<file path="src/logic/uartTiming_consts.svh">
/*
  Bit timing, register addresses and status bit positions of the UART.
  Include this in any module that decodes the bus or counts bit times.
*/
`ifndef UART_TIMING_CONSTS_SVH
`define UART_TIMING_CONSTS_SVH

// ------------------------------------------------------------
// Bit timing in BRCLK cycles
// ------------------------------------------------------------
`define BIT_TICKS  16        // One serial bit
`define HALF_TICKS 8         // Start edge to middle of start bit

// ------------------------------------------------------------
// Host register map
// ------------------------------------------------------------
`define ADDR_DATA   2'd0     // THR on write, RHR on read
`define ADDR_STATUS 2'd1     // Status, read only
`define ADDR_MODE   2'd2     // Mode registers not built, reads zero
`define ADDR_CMD    2'd3     // Command register

// Status register bit positions
`define SR_THRE     0        // Transmit holding register empty
`define SR_RXRDY    1        // Receive holding register full
`define SR_TXEMT    2        // Transmitter shift side empty
`define SR_OVERRUN  4        // Character lost in RHR
`define SR_FRAMEERR 5        // Stop bit sampled low

`endif

</file>
<file path="src/logic/uartPkg.sv">
/*
  Shared types of the UART. The character and receive-entry types are the
  payloads of the two holding registers; cmdT and statusT lay out the host
  registers bit for bit.
*/
`default_nettype none

package uartPkg;

  // ------------------------------------------------------------
  // Payloads
  // ------------------------------------------------------------
  typedef logic [7:0] charT;         // One 8N1 character

  typedef struct packed {
    logic frameErr;                  // Stop bit was low
    charT ch;                        // Received data bits
  } rxEntryT;

  // ------------------------------------------------------------
  // Host registers
  // ------------------------------------------------------------
  typedef enum logic [1:0] {
    NORMAL      = 2'b00,
    ECHO        = 2'b01,             // Treated as normal
    LOCAL_LOOP  = 2'b10,             // TXD fed to the receiver
    REMOTE_LOOP = 2'b11              // Treated as normal
  } modeT;

  typedef struct packed {
    modeT mode;                      // Bits 7:6
    logic rtsLow;                    // Drive RTS pin low
    logic clrErr;                    // Clears overrun and frame error on write
    logic spare;                     // Break on the real part, readback only
    logic rxEn;                      // Receiver enable
    logic dtrLow;                    // Drive DTR pin low
    logic txEn;                      // Transmitter enable
  } cmdT;

  typedef struct packed {
    logic [1:0] rsvdHi;              // DSR/DCD on the real part, always 0
    logic       frameErr;
    logic       overrun;
    logic       rsvdParity;          // Parity error not built
    logic       txEmt;
    logic       rxRdy;
    logic       thrE;
  } statusT;

endpackage

`default_nettype wire

</file>
<file path="src/logic/holdReg.sv">
/*
  One-entry holding register between a producer and a consumer. load
  fills it, take empties it, flush empties it unconditionally. Used for
  the transmit character and for the received entry.
*/
`timescale 1ns/1ps
`default_nettype none

module holdReg #(
  parameter type payloadT = logic [7:0]
) (
  input  wire logic    BRCLK,
  input  wire logic    cmd_resetError,
  input  wire logic    load,             // Producer strobe
  input  wire payloadT loadData,
  input  wire logic    take,             // Consumer strobe
  input  wire logic    flush,            // Held while the channel is off
  output payloadT      data,
  output logic         full
);

  // ------------------------------------------------------------
  // Full flag
  // ------------------------------------------------------------
  always_ff @(posedge BRCLK) begin
    if (cmd_resetError) begin
      full <= 1'b0;
    end else if (flush) begin
      full <= 1'b0;                      // Disable wins over everything
    end else if (load) begin
      full <= 1'b1;                      // Load beats a same-cycle take
    end else if (take) begin
      full <= 1'b0;
    end
  end

  // Payload, a new load simply overwrites
  always_ff @(posedge BRCLK) begin
    if (load) begin
      data <= loadData;
    end
  end

endmodule

`default_nettype wire

</file>
<file path="src/logic/hostRegs.sv">
/*
  CPU side of the UART. Decodes single-cycle bus strobes, keeps the command
  register, the error and transmitter-empty flags and the read data latch,
  and drives the modem and ready pins. The THR data goes straight from the
  bus to the transmit holding register; only its load strobe comes from here.
*/
`timescale 1ns/1ps
`default_nettype none

`include "uartTiming_consts.svh"

module hostRegs (
  input  wire logic             BRCLK,
  input  wire logic             cmd_resetError,
  input  wire logic             ceN,
  input  wire logic             readN,
  input  wire logic [1:0]       address,
  input  wire uartPkg::charT    dataIn,
  output uartPkg::charT         dataOut,
  output logic                  thrLoad,
  input  wire logic             thrFull,
  output logic                  rhrTake,
  output logic                  rhrFlush,
  input  wire logic             rhrLoad,
  input  wire logic             rhrFull,
  input  wire uartPkg::rxEntryT rhrEntry,
  input  wire logic             txIdle,
  output logic                  txEn,
  output logic                  rxEn,
  output logic                  loopback,
  output logic                  dtrN,
  output logic                  rtsN,
  output logic                  rxRdyN,
  output logic                  txRdyN,
  output logic                  txEmtN
);

  import uartPkg::*;

  cmdT        cmd;                       // Command register
  cmdT        wrCmd;                     // Bus data seen as a command
  statusT     status;
  logic [7:0] statusBits;
  logic       busWrite;
  logic       busRead;
  logic       overrun;
  logic       frameErr;
  logic       txEmt;
  logic       txIdleQ;                   // Previous txIdle
  logic       txFinish;                  // Transmitter just went idle
  logic       rhrLoadQ;                  // Previous rhrLoad, new entry now held

  // ------------------------------------------------------------
  // Bus decode
  // ------------------------------------------------------------
  assign busWrite = !ceN && readN;
  assign busRead  = !ceN && !readN;
  assign wrCmd    = cmdT'(dataIn);

  assign thrLoad  = busWrite && (address == `ADDR_DATA);   // Write THR
  assign rhrTake  = busRead && (address == `ADDR_DATA);    // Read RHR
  assign rhrFlush = !cmd.rxEn;                             // RHR empty while off

  assign txEn     = cmd.txEn;
  assign rxEn     = cmd.rxEn;
  assign loopback = (cmd.mode == LOCAL_LOOP);              // Only mode that acts

  assign txFinish = txIdle && !txIdleQ;

  // Status byte from the flags and the two full bits
  always_comb begin
    statusBits               = '0;
    statusBits[`SR_THRE]     = cmd.txEn && !thrFull;       // Zero while disabled
    statusBits[`SR_RXRDY]    = rhrFull;
    statusBits[`SR_TXEMT]    = txEmt;
    statusBits[`SR_OVERRUN]  = overrun;
    statusBits[`SR_FRAMEERR] = frameErr;
  end

  assign status = statusT'(statusBits);

  // ------------------------------------------------------------
  // Registers and flags
  // ------------------------------------------------------------
  always_ff @(posedge BRCLK) begin
    if (cmd_resetError) begin
      cmd      <= '0;
      overrun  <= 1'b0;
      frameErr <= 1'b0;
      txEmt    <= 1'b0;
      txIdleQ  <= 1'b1;                  // Idle out of reset so no false finish
      rhrLoadQ <= 1'b0;
      dataOut  <= '0;
    end else begin
      txIdleQ  <= txIdle;
      rhrLoadQ <= rhrLoad;

      if (busWrite && (address == `ADDR_CMD)) begin
        cmd <= wrCmd;
        if (wrCmd.clrErr) begin          // Uses the written bit
          overrun  <= 1'b0;
          frameErr <= 1'b0;
        end
      end

      // New errors win over a same-cycle clear
      if (rhrLoad && rhrFull && !rhrTake) overrun <= 1'b1;
      if (rhrLoadQ && rhrEntry.frameErr) frameErr <= 1'b1;   // Entry held one cycle on

      if (busRead && (address == `ADDR_STATUS)) txEmt <= 1'b0;
      if (txFinish && !thrFull) txEmt <= 1'b1;    // Nothing waiting behind it

      if (busRead) begin
        case (address)
          `ADDR_DATA:   dataOut <= rhrEntry.ch;
          `ADDR_STATUS: dataOut <= charT'(status);
          `ADDR_MODE:   dataOut <= '0;             // Mode regs not built
          `ADDR_CMD:    dataOut <= charT'(cmd);
        endcase
      end
    end
  end

  // ------------------------------------------------------------
  // Active-low pins
  // ------------------------------------------------------------
  assign dtrN   = !cmd.dtrLow;
  assign rtsN   = !cmd.rtsLow;
  assign rxRdyN = cmd.rxEn ? !status.rxRdy : 1'b1;
  assign txRdyN = cmd.txEn ? !status.thrE : 1'b1;
  assign txEmtN = !status.txEmt;

endmodule

`default_nettype wire

</file>
<file path="src/logic/uartRx.sv">
/*
  Receive sampler. Picks the loopback or external line, qualifies the start
  bit at mid-bit, samples 8 data bits LSB first and the stop bit, and pulses
  done with the finished entry. A low stop bit sets the frame-error flag.
*/
`timescale 1ns/1ps
`default_nettype none

`include "uartTiming_consts.svh"

module uartRx (
  input  wire logic    BRCLK,
  input  wire logic    cmd_resetError,
  input  wire logic    enable,
  input  wire logic    loopback,            // LOCAL_LOOP selected
  input  wire logic    rxd,
  input  wire logic    txdLoop,             // Own transmitter output
  output logic         done,
  output uartPkg::rxEntryT entry
);

  import uartPkg::*;

  localparam int CntW = $clog2(`BIT_TICKS);

  typedef enum logic [1:0] {IDLE, START, DATA, STOP} rxStateT;

  rxStateT         state;
  logic [CntW-1:0] tickCnt;
  logic [2:0]      bitIdx;
  logic            line;
  logic            bitEnd;                  // Middle of a data or stop bit
  logic            halfEnd;                 // Middle of the start bit

  // ------------------------------------------------------------
  // Line select and sample points
  // ------------------------------------------------------------
  assign line    = loopback ? txdLoop : rxd;
  assign bitEnd  = (tickCnt == CntW'(`BIT_TICKS - 1));
  assign halfEnd = (tickCnt == CntW'(`HALF_TICKS - 1));

  // ------------------------------------------------------------
  // Frame FSM
  // ------------------------------------------------------------
  always_ff @(posedge BRCLK) begin
    if (cmd_resetError || !enable) begin
      state   <= IDLE;
      tickCnt <= '0;
      bitIdx  <= '0;
      done    <= 1'b0;
    end else begin
      done <= 1'b0;                         // Single-cycle pulse
      case (state)
        IDLE: begin
          tickCnt <= '0;
          if (!line) state <= START;        // Falling edge seen
        end
        START: begin
          if (halfEnd) begin
            tickCnt <= '0;
            bitIdx  <= '0;
            state   <= line ? IDLE : DATA;  // Glitch, back to hunting
          end else begin
            tickCnt <= tickCnt + 1'b1;
          end
        end
        DATA: begin
          if (bitEnd) begin
            tickCnt <= '0;
            bitIdx  <= bitIdx + 3'd1;
            if (bitIdx == 3'd7) state <= STOP;
          end else begin
            tickCnt <= tickCnt + 1'b1;
          end
        end
        STOP: begin
          if (bitEnd) begin
            tickCnt <= '0;
            done    <= 1'b1;                // 153 cycles after the start edge
            state   <= IDLE;
          end else begin
            tickCnt <= tickCnt + 1'b1;
          end
        end
        default: state <= IDLE;
      endcase
    end
  end

  // Shift in LSB first, check stop bit
  always_ff @(posedge BRCLK) begin
    if (state == DATA && bitEnd) begin
      entry.ch <= {line, entry.ch[7:1]};
    end
    if (state == STOP && bitEnd) begin
      entry.frameErr <= !line;              // Stop must be high
    end
  end

endmodule

`default_nettype wire

</file>
<file path="src/logic/uartTop.sv">
/*
  UART top level. Host register block feeds the transmit holding register
  and transmitter; the receiver feeds the receive holding register, which
  the host block reads back. Instances and wires only.
*/
`timescale 1ns/1ps
`default_nettype none

module uartTop (
  input  wire logic          BRCLK,
  input  wire logic          cmd_resetError,   // Synchronous master reset
  input  wire logic          ceN,
  input  wire logic          readN,
  input  wire logic [1:0]    address,
  input  wire uartPkg::charT dataIn,
  output uartPkg::charT      dataOut,
  input  wire logic          rxd,
  output logic               txd,
  output logic               dtrN,
  output logic               rtsN,
  output logic               rxRdyN,
  output logic               txRdyN,
  output logic               txEmtN
);

  import uartPkg::*;

  // ------------------------------------------------------------
  // Internal wires
  // ------------------------------------------------------------
  logic    thrLoad, thrFull, thrTake;      // Transmit side strobes
  charT    thrData;
  logic    rhrLoad, rhrFull, rhrTake, rhrFlush;
  rxEntryT rxEntry;                        // Receiver output
  rxEntryT rhrEntry;                       // Held entry for the host
  logic    txEn, rxEn, loopback, txIdle;

  hostRegs u_hostRegs (
    .BRCLK, .cmd_resetError, .ceN, .readN, .address, .dataIn, .dataOut,
    .thrLoad, .thrFull, .rhrTake, .rhrFlush, .rhrLoad, .rhrFull, .rhrEntry,
    .txIdle, .txEn, .rxEn, .loopback,
    .dtrN, .rtsN, .rxRdyN, .txRdyN, .txEmtN
  );

  holdReg #(.payloadT(charT)) txHold (
    .BRCLK, .cmd_resetError,
    .load(thrLoad), .loadData(dataIn), .take(thrTake),
    .flush(!txEn),                         // THR empty while disabled
    .data(thrData), .full(thrFull)
  );

  uartTx u_uartTx (
    .BRCLK, .cmd_resetError, .enable(txEn), .charValid(thrFull),
    .charIn(thrData), .take(thrTake), .txd, .idle(txIdle)
  );

  uartRx u_uartRx (
    .BRCLK, .cmd_resetError, .enable(rxEn), .loopback, .rxd,
    .txdLoop(txd), .done(rhrLoad), .entry(rxEntry)
  );

  holdReg #(.payloadT(rxEntryT)) rxHold (
    .BRCLK, .cmd_resetError,
    .load(rhrLoad), .loadData(rxEntry), .take(rhrTake), .flush(rhrFlush),
    .data(rhrEntry), .full(rhrFull)
  );

endmodule

`default_nettype wire

</file>
<file path="src/logic/uartTx.sv">
/*
  Transmit shifter. Takes one character from the holding register when idle
  and sends start bit, 8 data bits LSB first and stop bit, each BIT_TICKS
  cycles long. Dropping enable returns it to idle at once.
*/
`timescale 1ns/1ps
`default_nettype none

`include "uartTiming_consts.svh"

module uartTx (
  input  wire logic          BRCLK,
  input  wire logic          cmd_resetError,
  input  wire logic          enable,
  input  wire logic          charValid,     // THR full
  input  wire uartPkg::charT charIn,
  output logic               take,          // Empties the THR
  output logic               txd,
  output logic               idle
);

  import uartPkg::*;

  localparam int CntW = $clog2(`BIT_TICKS);

  typedef enum logic [1:0] {IDLE, START, DATA, STOP} txStateT;

  txStateT         state;
  logic [CntW-1:0] tickCnt;                 // Cycles within a bit
  logic [2:0]      bitIdx;                  // Data bit being sent
  charT            shiftCopy;               // Frees the THR for the next char
  logic            bitEnd;

  assign bitEnd = (tickCnt == CntW'(`BIT_TICKS - 1));
  assign idle   = (state == IDLE);
  assign take   = enable && idle && charValid;

  // ------------------------------------------------------------
  // Frame FSM
  // ------------------------------------------------------------
  always_ff @(posedge BRCLK) begin
    if (cmd_resetError || !enable) begin
      state   <= IDLE;
      txd     <= 1'b1;                      // Line marks when off
      tickCnt <= '0;
      bitIdx  <= '0;
    end else begin
      tickCnt <= bitEnd ? '0 : tickCnt + 1'b1;
      case (state)
        IDLE: begin
          tickCnt <= '0;
          if (take) begin
            state <= START;
            txd   <= 1'b0;                  // Start bit from next cycle
          end
        end
        START: if (bitEnd) begin
          state  <= DATA;
          bitIdx <= '0;
          txd    <= shiftCopy[0];           // LSB first
        end
        DATA: if (bitEnd) begin
          if (bitIdx == 3'd7) begin
            state <= STOP;
            txd   <= 1'b1;
          end else begin
            bitIdx <= bitIdx + 3'd1;
            txd    <= shiftCopy[bitIdx + 3'd1];
          end
        end
        STOP: if (bitEnd) state <= IDLE;    // Idle 160 cycles after take
        default: state <= IDLE;
      endcase
    end
  end

  // Own copy of the character, loaded at take
  always_ff @(posedge BRCLK) begin
    if (take) begin
      shiftCopy <= charIn;
    end
  end

endmodule

`default_nettype wire

</file>
<file path="config.mk">
export PLATFORM = sky130hd
export DESIGN_NAME = uartTop
export DESIGN_NICKNAME = d
export VERILOG_FILES = /design/src/logic/uartPkg.sv /design/src/logic/holdReg.sv /design/src/logic/hostRegs.sv /design/src/logic/uartRx.sv /design/src/logic/uartTop.sv /design/src/logic/uartTx.sv
export VERILOG_INCLUDE_DIRS = /design/src /design/src/logic
export SDC_FILE = /design/constraint.sdc
export NUM_CORES = 1
export LEC_CHECK = 0
export BUFFER_PORTS_ARGS = -buffer_cell sky130_fd_sc_hd__buf_2
export CAP_MARGIN = 5
export CORE_MARGIN = 2
export CORE_UTILIZATION = 59
export CTS_CLUSTER_SIZE = 24
export DETAILED_ROUTE_END_ITERATION = 16
export HOLD_SLACK_MARGIN = 0.02
export PLACE_DENSITY_LB_ADDON = 0.15
export SLEW_MARGIN = 15
export SYNTH_ARGS = -nofsm -noshare
export SYNTH_HDL_FRONTEND = slang
export SYNTH_HIERARCHICAL = 1
export SYNTH_SLANG_ARGS = --single-unit
export TNS_END_PERCENT = 30
</file>
<file path="constraint.sdc">
create_clock -name BRCLK -period 2.6 [get_ports BRCLK]
set_clock_uncertainty 0.15 [all_clocks]
set_input_delay 0.26 -clock BRCLK [delete_from_list [all_inputs] [get_ports BRCLK]]
set_output_delay 0.26 -clock BRCLK [all_outputs]
set_load 0.02 [all_outputs]
</file>
# Word level (Yosys, flattened, before mapping)
# Index checks and enable logic that the tools add are counted.
[word_totals]
ff_bits = 77
input_bits = 15
output_inout_bits = 14
[op_classes]
n_addsub = 4
magnitude_cmp = 1
n_eq_ne = 26
mux = 44
bitwise_logic = 3
reduce_logical = 56
[op_table]
columns = ["cell", "count"]
rows = [
  ["$pmux W8 S4", 1],
  ["$mux W2", 11],
  ["$mux W1", 18],
  ["$reduce_bool A2 Y1", 9],
  ["$logic_and A1 B1 Y1", 16],
  ["$ne A2 B1 Y1 const B", 8],
  ["$pmux W2 S4", 2],
  ["$mux W3", 5],
  ["$eq A2 B2 Y1 const B", 7],
  ["$logic_not A1 Y1", 13],
  ["$pmux W3 S2", 2],
  ["$pmux W4 S3", 1],
  ["$reduce_and A5 Y1", 2],
  ["$add A4 B1 Y4 const B", 2],
  ["$eq A4 B4 Y1 const B", 2],
  ["$mux W4", 2],
  ["$reduce_and A4 Y1", 2],
  ["$reduce_or A2 Y1", 4],
  ["$add A3 B1 Y3 const B", 2],
  ["$eq A2 B1 Y1 const B", 3],
  ["$eq A3 B3 Y1 const B", 2],
  ["$logic_not A2 Y1", 3],
  ["$ne A2 B2 Y1 const B", 3],
  ["$eq A4 B3 Y1 const B", 1],
  ["9 further kinds", 13],
]

# Longest topological paths before layout
# Gate-level depths: netlist (run 1).
[logic_depth]
depth_word = 7
ltp_mapped = 6

# Modules after synthesis
# The synthesis (run 1) kept the hierarchy.
[by_module_without_submodules]
columns = ["mod", "n_inst", "cells_per_inst", "area_each_um2", "seq_area_each_um2"]
rows = [
  ["hostRegs", 1, 114, 1013.5, 420.4],
  ["uartTx", 1, 72, 869.6, 440.4],
  ["uartRx", 1, 74, 864.6, 470.5],
  ["holdReg (rxHold)", 1, 13, 315.3, 290.3],
  ["holdReg (txHold)", 1, 12, 285.3, 260.2],
  ["uartTop", 1, 1, 3.8, 0.0],
]

# Worst setup path after synthesis (run 1)
# No wires, ideal clock.
[synth_timing]
path_type = "input to register"
from = "input address[0]"
to = "register txHold/data[0] (netlist name), enable pin"
arrival_ns = 1.615
slack_ns = 0.434
stages = 3
n_path_buf = 2
cell_sequence = "buf_6 buf_4 nor4b_1"
[synth_between]
elab_chain_len = 2
[synth_rtl]
columns = ["element", "line_no", "source"]
rows = [
  ["start: declaration", "uartTop.sv:14", "input wire logic [1:0] address,"],
  ["$logic_not A2 Y1 (no source line)", "--", ""],
  ["$logic_and A1 B1 Y1", "hostRegs.sv:60", "assign thrLoad = busWrite && (address == `ADDR_DATA);"],
  ["via thrLoad", "uartTop.sv:31", "logic thrLoad, thrFull, thrTake;"],
  ["end signal: assignment", "holdReg.sv:40", "data <= loadData;"],
  ["end: declaration", "holdReg.sv:18", "output payloadT data,"],
]
# The timed path passes the listed nets, and every way through them passes these cells.
# A chain may end at the register's enable or synchronous reset.

# Worst setup path after layout (run 1)
[layout_timing]
from = "register u_uartTx.state[0]"
to = "register u_uartTx.txd"
[layout_between]
elab_chain_len = 5
word_cells_on_any_way = 11
cone_classes = "eq/ne: 5; mux: 1; reduce/logical: 5"
[layout_rtl]
columns = ["element", "line_no", "source"]
rows = [
  ["start: declaration", "uartTx.sv:28", "txStateT state;"],
  ["start signal: assignment", "uartTx.sv:43", "state <= IDLE;"],
  ["start signal: assignment", "uartTx.sv:53", "state <= START;"],
  ["start signal: assignment", "uartTx.sv:58", "state <= DATA;"],
  ["$logic_not A2 Y1", "uartTx.sv:35, uartTx.sv:49", ""],
  ["$logic_and A1 B1 Y1 (2 in series)", "uartTx.sv:36", "assign take = enable && idle && charValid;"],
  ["$ne A2 B2 Y1 (no source line)", "--", ""],
  ["$reduce_and A4 Y1 (no source line)", "--", ""],
  ["end signal: assignment", "uartTx.sv:60", "txd <= shiftCopy[0];"],
  ["end signal: assignment", "uartTx.sv:68", "txd <= shiftCopy[bitIdx + 3'd1];"],
  ["end: declaration", "uartTx.sv:18", "output logic txd,"],
]
# Several ways; a longest one is shown, not always the timed one.

==> results of run 1 <==
per-layer routing:
layer / vias up / wire length, um / track usage (%)
met2: 30 / 2956 / 34.41
met5: - / 0 / 0
met3: 9 / 121 / 3.394
met4: 0 / 113 / 11.90
met1: 1012 / 2664 / 26.44
li1: 1097 / - / -
cells in the mapped netlist, types with 4 or more instances:
master / instances
ha_1: 11
mux2i_1: 8
and3_1: 4
nor2_1: 20
nor3_1: 5
o21ai_0: 4
a221oi_2: 4
edfxtp_1: 34
a21oi_1: 15
dfxtp_1: 43
buf_6: 5
inv_1: 14
nand2b_1: 6
nand2_1: 29
nand3_1: 10
nor2b_1: 7
power breakdown:
part           leakage, nW  switching (mW)  internal, mW
Sequential           0.654         0.00695          1.27
Clock               0.0899           0.441         0.446
Combinational        0.587          0.0606        0.0392
layout make-up:
type / count / area [um^2]
clock inverter: 7 / 73.82
timing repair buffer: 37 / 227.7
clock buffer: 9 / 123.9
fill: 432 / 1734
tap: 72 / 90.09
multi-input combinational: 182 / 1323
sequential: 77 / 1882
inverter: 14 / 52.55
kinds of logic after synthesis:
kind of cell,after synthesis
simple gates,103
flops,77
compound gates,50
buf+inv,27
mux,14
fa+ha+maj,11
xor+xnor,4
flip-flops by register name (all words and copies together), names as in the netlist, 2 cells and up, named ones only:
register and flops:
u_uartTx/bitIdx 3, u_uartRx/tickCnt 4, u_uartRx/entry 9, u_hostRegs/cmd 6
rxHold/data 9, u_uartRx/bitIdx 3, txHold/data 8, u_hostRegs/dataOut 8
u_uartTx/shiftCopy 8, u_uartTx/state 2, u_uartTx/tickCnt 4
repair_timing:
item / CTS / global route
endpoints found under the hold margin: 15 / 0
hold buffers: 8 / 0
setup buffers: 0 / 0
endpoints found under the setup margin: 0 / 0
per-stage QoR:
| step | hold slack, ns | cells |
|---|---|---|
| 3_3_place_gp | 0.2515 | 374 |
| 6_report | 0.1358 | 398 |
| 4_1_cts | 0.1133 | 398 |
| 2_1_floorplan | 0.1816 | 286 |
| 3_5_place_dp | 0.2545 | 374 |
| 5_1_grt | 0.1261 | 398 |
placed cells by master, fill, tap and decap left out, types with 3 or more instances in the layout:
master / n
o31ai_1: 3
ha_1: 11
nor3_1: 5
nand3_1: 10
mux2i_1: 8
o21ai_1: 3
nor2b_1: 7
buf_2: 28
clkbuf_8: 9
xnor2_1: 3
dlygate4sd3_1: 8
edfxtp_1: 34
a21oi_1: 15
or2_1: 3
dfxtp_1: 43
mux2_1: 3
a221oi_2: 4
o21ai_0: 4
nand4_1: 3
nand2b_1: 6
clkinvlp_4: 3
inv_1: 14
nand2_1: 29
nor2_1: 20
and3_1: 4
path summary, 6_finish.rpt:
path,from,end,depth (start not counted),slack (ns)
max,u_uartTx/state[0],u_uartTx/txd,6,0.68
min reg2reg,txHold/data[7],u_uartTx/shiftCopy[7],0,0.28
min,rxd,u_uartRx/entry[8],2,0.14
max reg2reg,u_uartTx/state[0],u_uartTx/txd,6,0.68
==> impl_metrics.env, run 1 <==
export IMPL_outcome="finished clean"
export IMPL_ys_seq_elements=77
export IMPL_clk_latency_ns=0.34
export IMPL_layout_nets=347
export IMPL_drive_above_1_share_pct=20.25
export IMPL_yosys_area_share_simple_pct=17.10
export IMPL_grt_ovfl_total=0
export IMPL_critPathTopFamily="flip-flops"
export IMPL_drc_errors=0
export IMPL_syn_area_per_cell_um2=11.72
export IMPL_cts_root_buffer="clkbuf_8"
export IMPL_cp_data_required_time_ns=2.66
export IMPL_num_io_pins=29
export IMPL_start_util_pct=60.87
export IMPL_fin_util_pct=68.51
export IMPL_synth_ff_type="dfxtp_1"
export IMPL_finalWirelength_um=5856
export IMPL_hold_class="in -> reg"
export IMPL_areaGrowthSynthToFinish_pct=12.54
export IMPL_clockBufferDepth=2
export IMPL_synthAdderAreaFrac_pct=4.106
export IMPL_power_mw=2.262
export IMPL_grt_usage_pct=20.96
export IMPL_fin_tns_setup_ns=0
export IMPL_synthCells=286
export IMPL_crit_slowest_cell="dfxtp_1"
export IMPL_num_vias=2148
export IMPL_worst_pin_slew_ns=0.5634
export IMPL_cts_sinks=77
export IMPL_antenna_left=0
export IMPL_ys_top_cells_by_area="edfxtp_1, dfxtp_1, ha_1"
export IMPL_path_buf_inv=1
export IMPL_syn_num_nets=312
export IMPL_finalHoldViolations=0
export IMPL_synth_xor_area_share_pct=1.045
export IMPL_synthArstFlopShare_pct=0
export IMPL_rows=27
export IMPL_cts_tree="built"
export IMPL_finalSetupViolations=0
export IMPL_fin_crit_sh_pct=74.01
export IMPL_synth_top_area_share_pct=30.46
export IMPL_vias_per_cell=5.397
export IMPL_cpPeakStageDelay_ns=0.41
export IMPL_grt_setup_unrepaired="false"
export IMPL_cp_start_kind="flip-flop"
export IMPL_critPathMaxFanout=9
export IMPL_synth_edff_count=34
export IMPL_finalMaxSlewViolations=0
export IMPL_dp_slack_ns=0.7021
export IMPL_max_cap_violations=0
export IMPL_critPathCaptureType="flip-flop"
export IMPL_grt_pass1_vias=2103
export IMPL_p_leak_nw=1.331
export IMPL_crit_chain="inv_1 > ha_1 > or2_1 > a221oi_2 > mux2i_1 > a32oi_1"
export IMPL_yosysWarnings=6
export IMPL_worst_ir_drop_vdd_mv=0.3850
export IMPL_gp_congestion=0.7792
export IMPL_muxShareOfSynthArea_pct=5.151
export IMPL_design_area_mm2=0.003772
export IMPL_relSlewSlack_pct=62.30
export IMPL_mappedNetlistArea_mm2=0.003352
export IMPL_synth_area_leader_cell="edfxtp_1"
export IMPL_crit_type="reg -> reg"
export IMPL_die_height_um=79.38
export IMPL_synth_compound_gate_area_share_pct=11.87
export IMPL_dp_hpwl_um=4041
export IMPL_grt_pass1_wl_um=9887
export IMPL_cts_resized_gates=0
export IMPL_synth_top_family_by_area="simple AND/OR/NAND/NOR gates"
export IMPL_die_area_mm2=0.006300
export IMPL_period_minus_slack_ns=1.924
export IMPL_core_mm2=0.005507
export IMPL_antenna_found_initial=0
export IMPL_drtIter0Drc=121
export IMPL_grt_start_max_net_pins=29
export IMPL_io_buffers=28
export IMPL_setup_slack_ns=0.6757
export IMPL_p_per_area_mw_per_mm2=599.5
export IMPL_cts_htree_levels=3
export IMPL_synthDistinctLibCells=58
export IMPL_worst_ep_arrival_time_ns=1.99
export IMPL_antennaDiodeCount=0
export IMPL_cts_buffers=9
export IMPL_fp_dieW_um=79.38
export IMPL_max_freq_mhz=519.7
export IMPL_synth_seq_area_share_pct=56.14
export IMPL_wl_per_cell_um=14.71
export IMPL_path_clk_slew_ns=0.08
export IMPL_place_area_mm2=0.003495
export IMPL_drt_first_pass_iters=4
Power figures use the tool's default switching activity.
==> run 2, diff against run 1 <==
Clock period 2.6 ns to 1.8 ns, I/O delays scaled along.
==> impl_metrics.env, run 2 (same netlist as run 1, synthesis figures left out) <==
export IMPL_outcome="finished, violations left"
export IMPL_violations="negative setup slack"
export IMPL_cts_sinks=77
export IMPL_grt_pass1_wl_um=10210
export IMPL_die_area_mm2=0.006300
export IMPL_drt_first_pass_iters=4
export IMPL_num_io_pins=29
export IMPL_p_per_area_mw_per_mm2=830.1
export IMPL_p_leak_nw=1.380
export IMPL_cp_start_kind="flip-flop"
export IMPL_fin_crit_sh_pct=102.6
export IMPL_grt_pass1_vias=2152
export IMPL_place_area_mm2=0.003562
export IMPL_num_vias=2236
export IMPL_worst_pin_slew_ns=0.4979
export IMPL_core_mm2=0.005507
export IMPL_wl_per_cell_um=15.24
export IMPL_hold_depth=2
export IMPL_antenna_found_initial=0
export IMPL_max_cap_violations=0
export IMPL_met3_length_um=264
export IMPL_final_common_cell="dfxtp_1"
export IMPL_grt_ovfl_total=0
export IMPL_rows=27
export IMPL_dp_hpwl_um=4270
export IMPL_antennaDiodeCount=0
export IMPL_drive_above_1_share_pct=25.30
export IMPL_antenna_left=0
export IMPL_grt_usage_pct=21.53
export IMPL_critPathMaxFanout=4
export IMPL_dp_slack_ns=-0.03279
export IMPL_finalHoldViolations=0
export IMPL_fp_dieW_um=79.38
export IMPL_fin_util_pct=70.55
export IMPL_setup_slack_ns=-0.04723
export IMPL_path_clk_slew_ns=0.08
export IMPL_clockBufferDepth=2
export IMPL_io_buffers=28
export IMPL_top_layer="met4"
export IMPL_vias_per_cell=5.480
export IMPL_cts_root_buffer="clkbuf_8"
export IMPL_hold_class="in -> reg"
export IMPL_clk_latency_ns=0.35
export IMPL_period_minus_slack_ns=1.847
export IMPL_critPathCaptureType="flip-flop"
export IMPL_worst_ir_drop_vdd_mv=0.6550
export IMPL_drc_errors=0
export IMPL_cp_data_required_time_ns=1.86
export IMPL_finalSetupViolations=1
export IMPL_final_cell_mix="dfxtp_1, edfxtp_1, nand2_1"
export IMPL_cts_htree_levels=3
export IMPL_finalMaxSlewViolations=0
export IMPL_gp_congestion=0.7557
export IMPL_grt_setup_unrepaired="true"
export IMPL_cts_tree="built"
export IMPL_die_height_um=79.38
export IMPL_top_regs="rxHold/data: 9 flops, u_uartRx/entry: 9 flops"
export IMPL_areaGrowthSynthToFinish_pct=15.90
export IMPL_crit_type="reg -> reg"
export IMPL_wl_met1_um=2651
export IMPL_drtIter0Drc=133
export IMPL_power_mw=3.225
export IMPL_start_util_pct=60.87
export IMPL_r2r_cells=5
export IMPL_design_area_mm2=0.003885
export IMPL_grt_start_max_net_pins=16
export IMPL_finalWirelength_um=6218
export IMPL_route_met2_wl_um=3224
export IMPL_layout_nets=357
export IMPL_relSlewSlack_pct=66.77
export IMPL_worst_ep_arrival_time_ns=1.91
export IMPL_cts_buffers=9
export IMPL_max_freq_mhz=541.4
[run 2: final timing paths]
check | slack, ns | from | to
setup / recovery | -0.05 | u_uartTx/bitIdx[0] | u_uartTx/txd
hold / removal | 0.06 | cmd_resetError | u_hostRegs/dataOut[4]
setup reg to reg | -0.05 | u_uartTx/bitIdx[0] | u_uartTx/txd
hold reg to reg | 0.27 | u_uartRx/entry[0] | rxHold/data[0]
[run 2: cell type report]
cell class / count / area [um^2]
multi-input cells: 182 / 1356
clock inverters: 7 / 66.31
repair buffers: 47 / 306.5
fillers: 394 / 1622
flip-flops and latches: 77 / 1889
clock buffers: 9 / 123.9
inverters: 14 / 52.55
well taps: 72 / 90.09
[run 2: through the flow]
| stage | cells | TNS (ns) | hold slack [ns] |
|---|---|---|---|
| floorplan | 286 | 0 | 0.1016 |
| global placement | 383 | -0.01229 | 0.2243 |
| detailed placement | 383 | -0.03279 | 0.2259 |
| CTS | 407 | 0 | 0.04852 |
| global route | 408 | -0.1615 | 0.05792 |
| finish | 408 | -0.04723 | 0.06111 |
[run 2: critical path: stages, from the launching register on]
cell,delay (ns)
dfxtp_4,0.37
ha_4,0.27
mux4_2,0.50
and3_4,0.17
a21oi_2,0.14
a32oi_1,0.13
[run 2: repair_timing]
item,in CTS,in global routing
pin swaps,1,5
hold endpoints to repair,17,0
endpoints found under the setup margin,1,13
hold buffers,8,0
buffers inserted,0,1
resized for setup,2,11
[run 2: power by group]
part,total (mW),internal [mW],switching (mW)
sequential,1.84,1.83,0.0101
clock,1.24,0.630,0.608
combinational,0.147,0.0586,0.0881
[run 2: layer usage]
metal | vias to the layer above | track usage, %
met5 | - | 0
met4 | 0 | 6.724
met3 | 6 | 6.561
met2 | 33 | 36.19
met1 | 1080 | 26.73
li1 | 1117 | -
==> run 3, diff against run 2 <==
Settings changed: ABC_AREA from default to 1, REMOVE_ABC_BUFFERS from default to 1.
==> impl_metrics.env, run 3 <==
export IMPL_yosys_cell_count_top_type="nand2_1"
export IMPL_die_area_mm2=0.006347
export IMPL_synth_common_cells="nand2_1, inv_1, nor2_1"
export IMPL_areaGrowthSynthToFinish_pct=15.78
export IMPL_critPathTopFamily="flip-flops"
export IMPL_synth_top_area_share_pct=30.22
export IMPL_fin_tns_setup_ns=0
export IMPL_synth_area_leader_cell="edfxtp_1"
export IMPL_cts_sinks=77
export IMPL_hold_path_end="u_hostRegs/rhrLoadQ"
export IMPL_hold_depth=2
export IMPL_grt_usage_pct=21.79
export IMPL_drive_above_1_share_pct=18.82
export IMPL_start_util_pct=61.35
export IMPL_drt_first_pass_iters=4
export IMPL_synthDistinctLibCells=30
export IMPL_max_freq_mhz=613.9
export IMPL_clockBufferDepth=2
export IMPL_dp_slack_ns=0.07617
export IMPL_final_cell_mix="nand2_1, inv_1, nor2_1"
export IMPL_num_io_pins=29
export IMPL_yosysWarnings=6
export IMPL_antennaDiodeCount=0
export IMPL_ys_top_cells_by_area="edfxtp_1, dfxtp_1, nand2_1"
export IMPL_antenna_left=0
export IMPL_worstReg2RegEnd="u_uartTx/bitIdx[0]"
export IMPL_cts_root_buffer="clkbuf_8"
export IMPL_hold_class="in -> reg"
export IMPL_fp_dieW_um=79.67
export IMPL_synthArstFlopShare_pct=0
export IMPL_relSlewSlack_pct=70.69
export IMPL_fin_cells=497
export IMPL_cp_start_kind="flip-flop"
export IMPL_finalWirelength_um=6005
export IMPL_crit_type="reg -> reg"
export IMPL_finalMaxSlewViolations=0
export IMPL_post_cts_buffers=0
export IMPL_dp_hpwl_um=4367
export IMPL_period_minus_slack_ns=1.629
export IMPL_fillCellCount=438
export IMPL_synth_edff_count=34
export IMPL_worst_pin_slew_ns=0.4390
export IMPL_mappedNetlistArea_mm2=0.003378
export IMPL_finalSetupViolations=0
export IMPL_r2r_cells=8
export IMPL_antenna_found_initial=0
export IMPL_path_buf_inv=3
export IMPL_path_clk_slew_ns=0.08
export IMPL_drtIter0Drc=144
export IMPL_seq_area_mm2=0.001882
export IMPL_cts_buffers=9
export IMPL_crit_slowest_cell="dfxtp_1"
export IMPL_critPathMaxFanout=8
export IMPL_worst_ep_arrival_time_ns=1.72
export IMPL_die_height_um=79.67
export IMPL_multi_input_area_mm2=0.001191
export IMPL_synth_seq_area_share_pct=55.70
export IMPL_dpl_cell_count=473
export IMPL_r2r_slack_ns=0.17
export IMPL_grt_ovfl_total=0
export IMPL_drc_errors=0
export IMPL_p_leak_nw=1.625
export IMPL_rows=27
export IMPL_wl_per_cell_um=12.08
export IMPL_gp_congestion=0.8566
export IMPL_core_mm2=0.005507
export IMPL_max_cap_violations=0
export IMPL_cts_tree="built"
export IMPL_grt_pass1_vias=2358
export IMPL_cp_data_required_time_ns=1.89
export IMPL_synth_ff_type="dfxtp_1"
export IMPL_timing_rr_start="u_uartTx/state[0]"
export IMPL_fin_crit_sh_pct=90.50
export IMPL_vias_per_cell=4.918
export IMPL_io_buffers=28
export IMPL_cts_htree_levels=3
export IMPL_ys_seq_elements=77
export IMPL_critPathCaptureType="flip-flop"
export IMPL_cpPeakStageDelay_ns=0.40
export IMPL_clk_latency_ns=0.34
export IMPL_p_per_area_mw_per_mm2=902.2
export IMPL_grt_setup_unrepaired="false"
export IMPL_crit_chain="inv_1 > ha_2 > inv_4 > nor2_4 > o21ai_2 > inv_2 > o21ai_1 > nor2_1"
export IMPL_top_regs="rxHold/data: 9 flops, u_uartRx/entry: 9 flops"
export IMPL_grt_pass1_wl_um=10360
export IMPL_num_vias=2444
export IMPL_synthCells=374
export IMPL_syn_area_per_cell_um2=9.033
export IMPL_setup_slack_ns=0.1709
export IMPL_layout_nets=446
export IMPL_final_common_cell="nand2_1"
export IMPL_finalHoldViolations=0
export IMPL_worst_ir_drop_vdd_mv=0.6753
export IMPL_grt_start_max_net_pins=16
export IMPL_outcome="finished clean"
export IMPL_min_delay_start="cmd_resetError"
run 3: layout make-up:
class	instances	area share (%)
flip-flops and latches	77	48.11
inverters	64	6.462
multi-input cells	227	30.45
well taps	72	2.303
clock inverters	6	2.815
repair buffers	41	6.590
clock buffers	10	3.263
run 3: where the power goes:
group / switching, mW / internal, mW
sequential: 0.00969 / 1.83
combinational: 0.0994 / 0.0576
clock: 0.608 / 0.921
run 3: worst reg2reg max path, cell delays in order, from the launching register on:
cell     delay [ns]
dfxtp_1        0.40
inv_1          0.10
ha_2           0.28
inv_4          0.08
nor2_4         0.03
o21ai_2        0.22
inv_2          0.07
o21ai_1        0.13
nor2_1         0.06
run 3: worst max-delay path by stage:
stage / startpoint / to / slack, ns / cells after the start
floorplan: readN / txHold/data[0] / 0.07 / 2
global placement: u_uartTx/state[0] / u_uartTx/bitIdx[0] / 0.19 / 8
detailed placement: u_uartTx/state[0] / u_uartTx/bitIdx[0] / 0.08 / 8
CTS: u_uartTx/state[0] / u_uartTx/bitIdx[0] / 0.06 / 8
global route: u_uartTx/state[0] / u_uartTx/state[0] / 0.04 / 8
finish: u_uartTx/state[0] / u_uartTx/bitIdx[0] / 0.17 / 8
run 3: what timing repair did:
item / 4_1_cts / 5_1_grt
setup endpoints to repair: 0 / 12
resized for setup: 0 / 2
hold buffers: 8 / 0
endpoints found under the hold margin: 16 / 0
run 3: logic make-up (layout without fill, tap and decap cells):
kind of cell | count (synthesis) | count (layout) | synth area share (%)
adders and majority gates | 11 | 11 | 4.074
AOI/OAI and AO/OA | 42 | 42 | 7.334
xor gates and xnor gates | 3 | 3 | 0.7779
DFF | 77 | 77 | 55.70
and+or+nand+nor | 171 | 171 | 23.00
buffers and inverters | 70 | 121 | 9.111
run 3: metrics by stage:
step / instance area, um^2 / power (mW) / hold slack [ns] / utilization (%)
after CTS: 3909 / 3.560 / 0.02604 / 70.98
final: 3911 / 3.529 / 0.03666 / 71.03
after global placement: 3591 / 2.021 / 0.2288 / 65.21
after global routing: 3911 / 3.652 / 0.06794 / 71.03
after floorplan: 3323 / 1.960 / 0.09907 / -
after detailed placement: 3591 / 2.024 / 0.2283 / 65.21
run 3: routing by layer:
layer	vias to the layer above	GRT usage, %	part of all wire, %
li1	1272	-	-
met1	1120	25.54	44
met2	39	36.97	51
met3	13	4.299	2.9
met4	0	12.76	2.8
met5	-	0	0
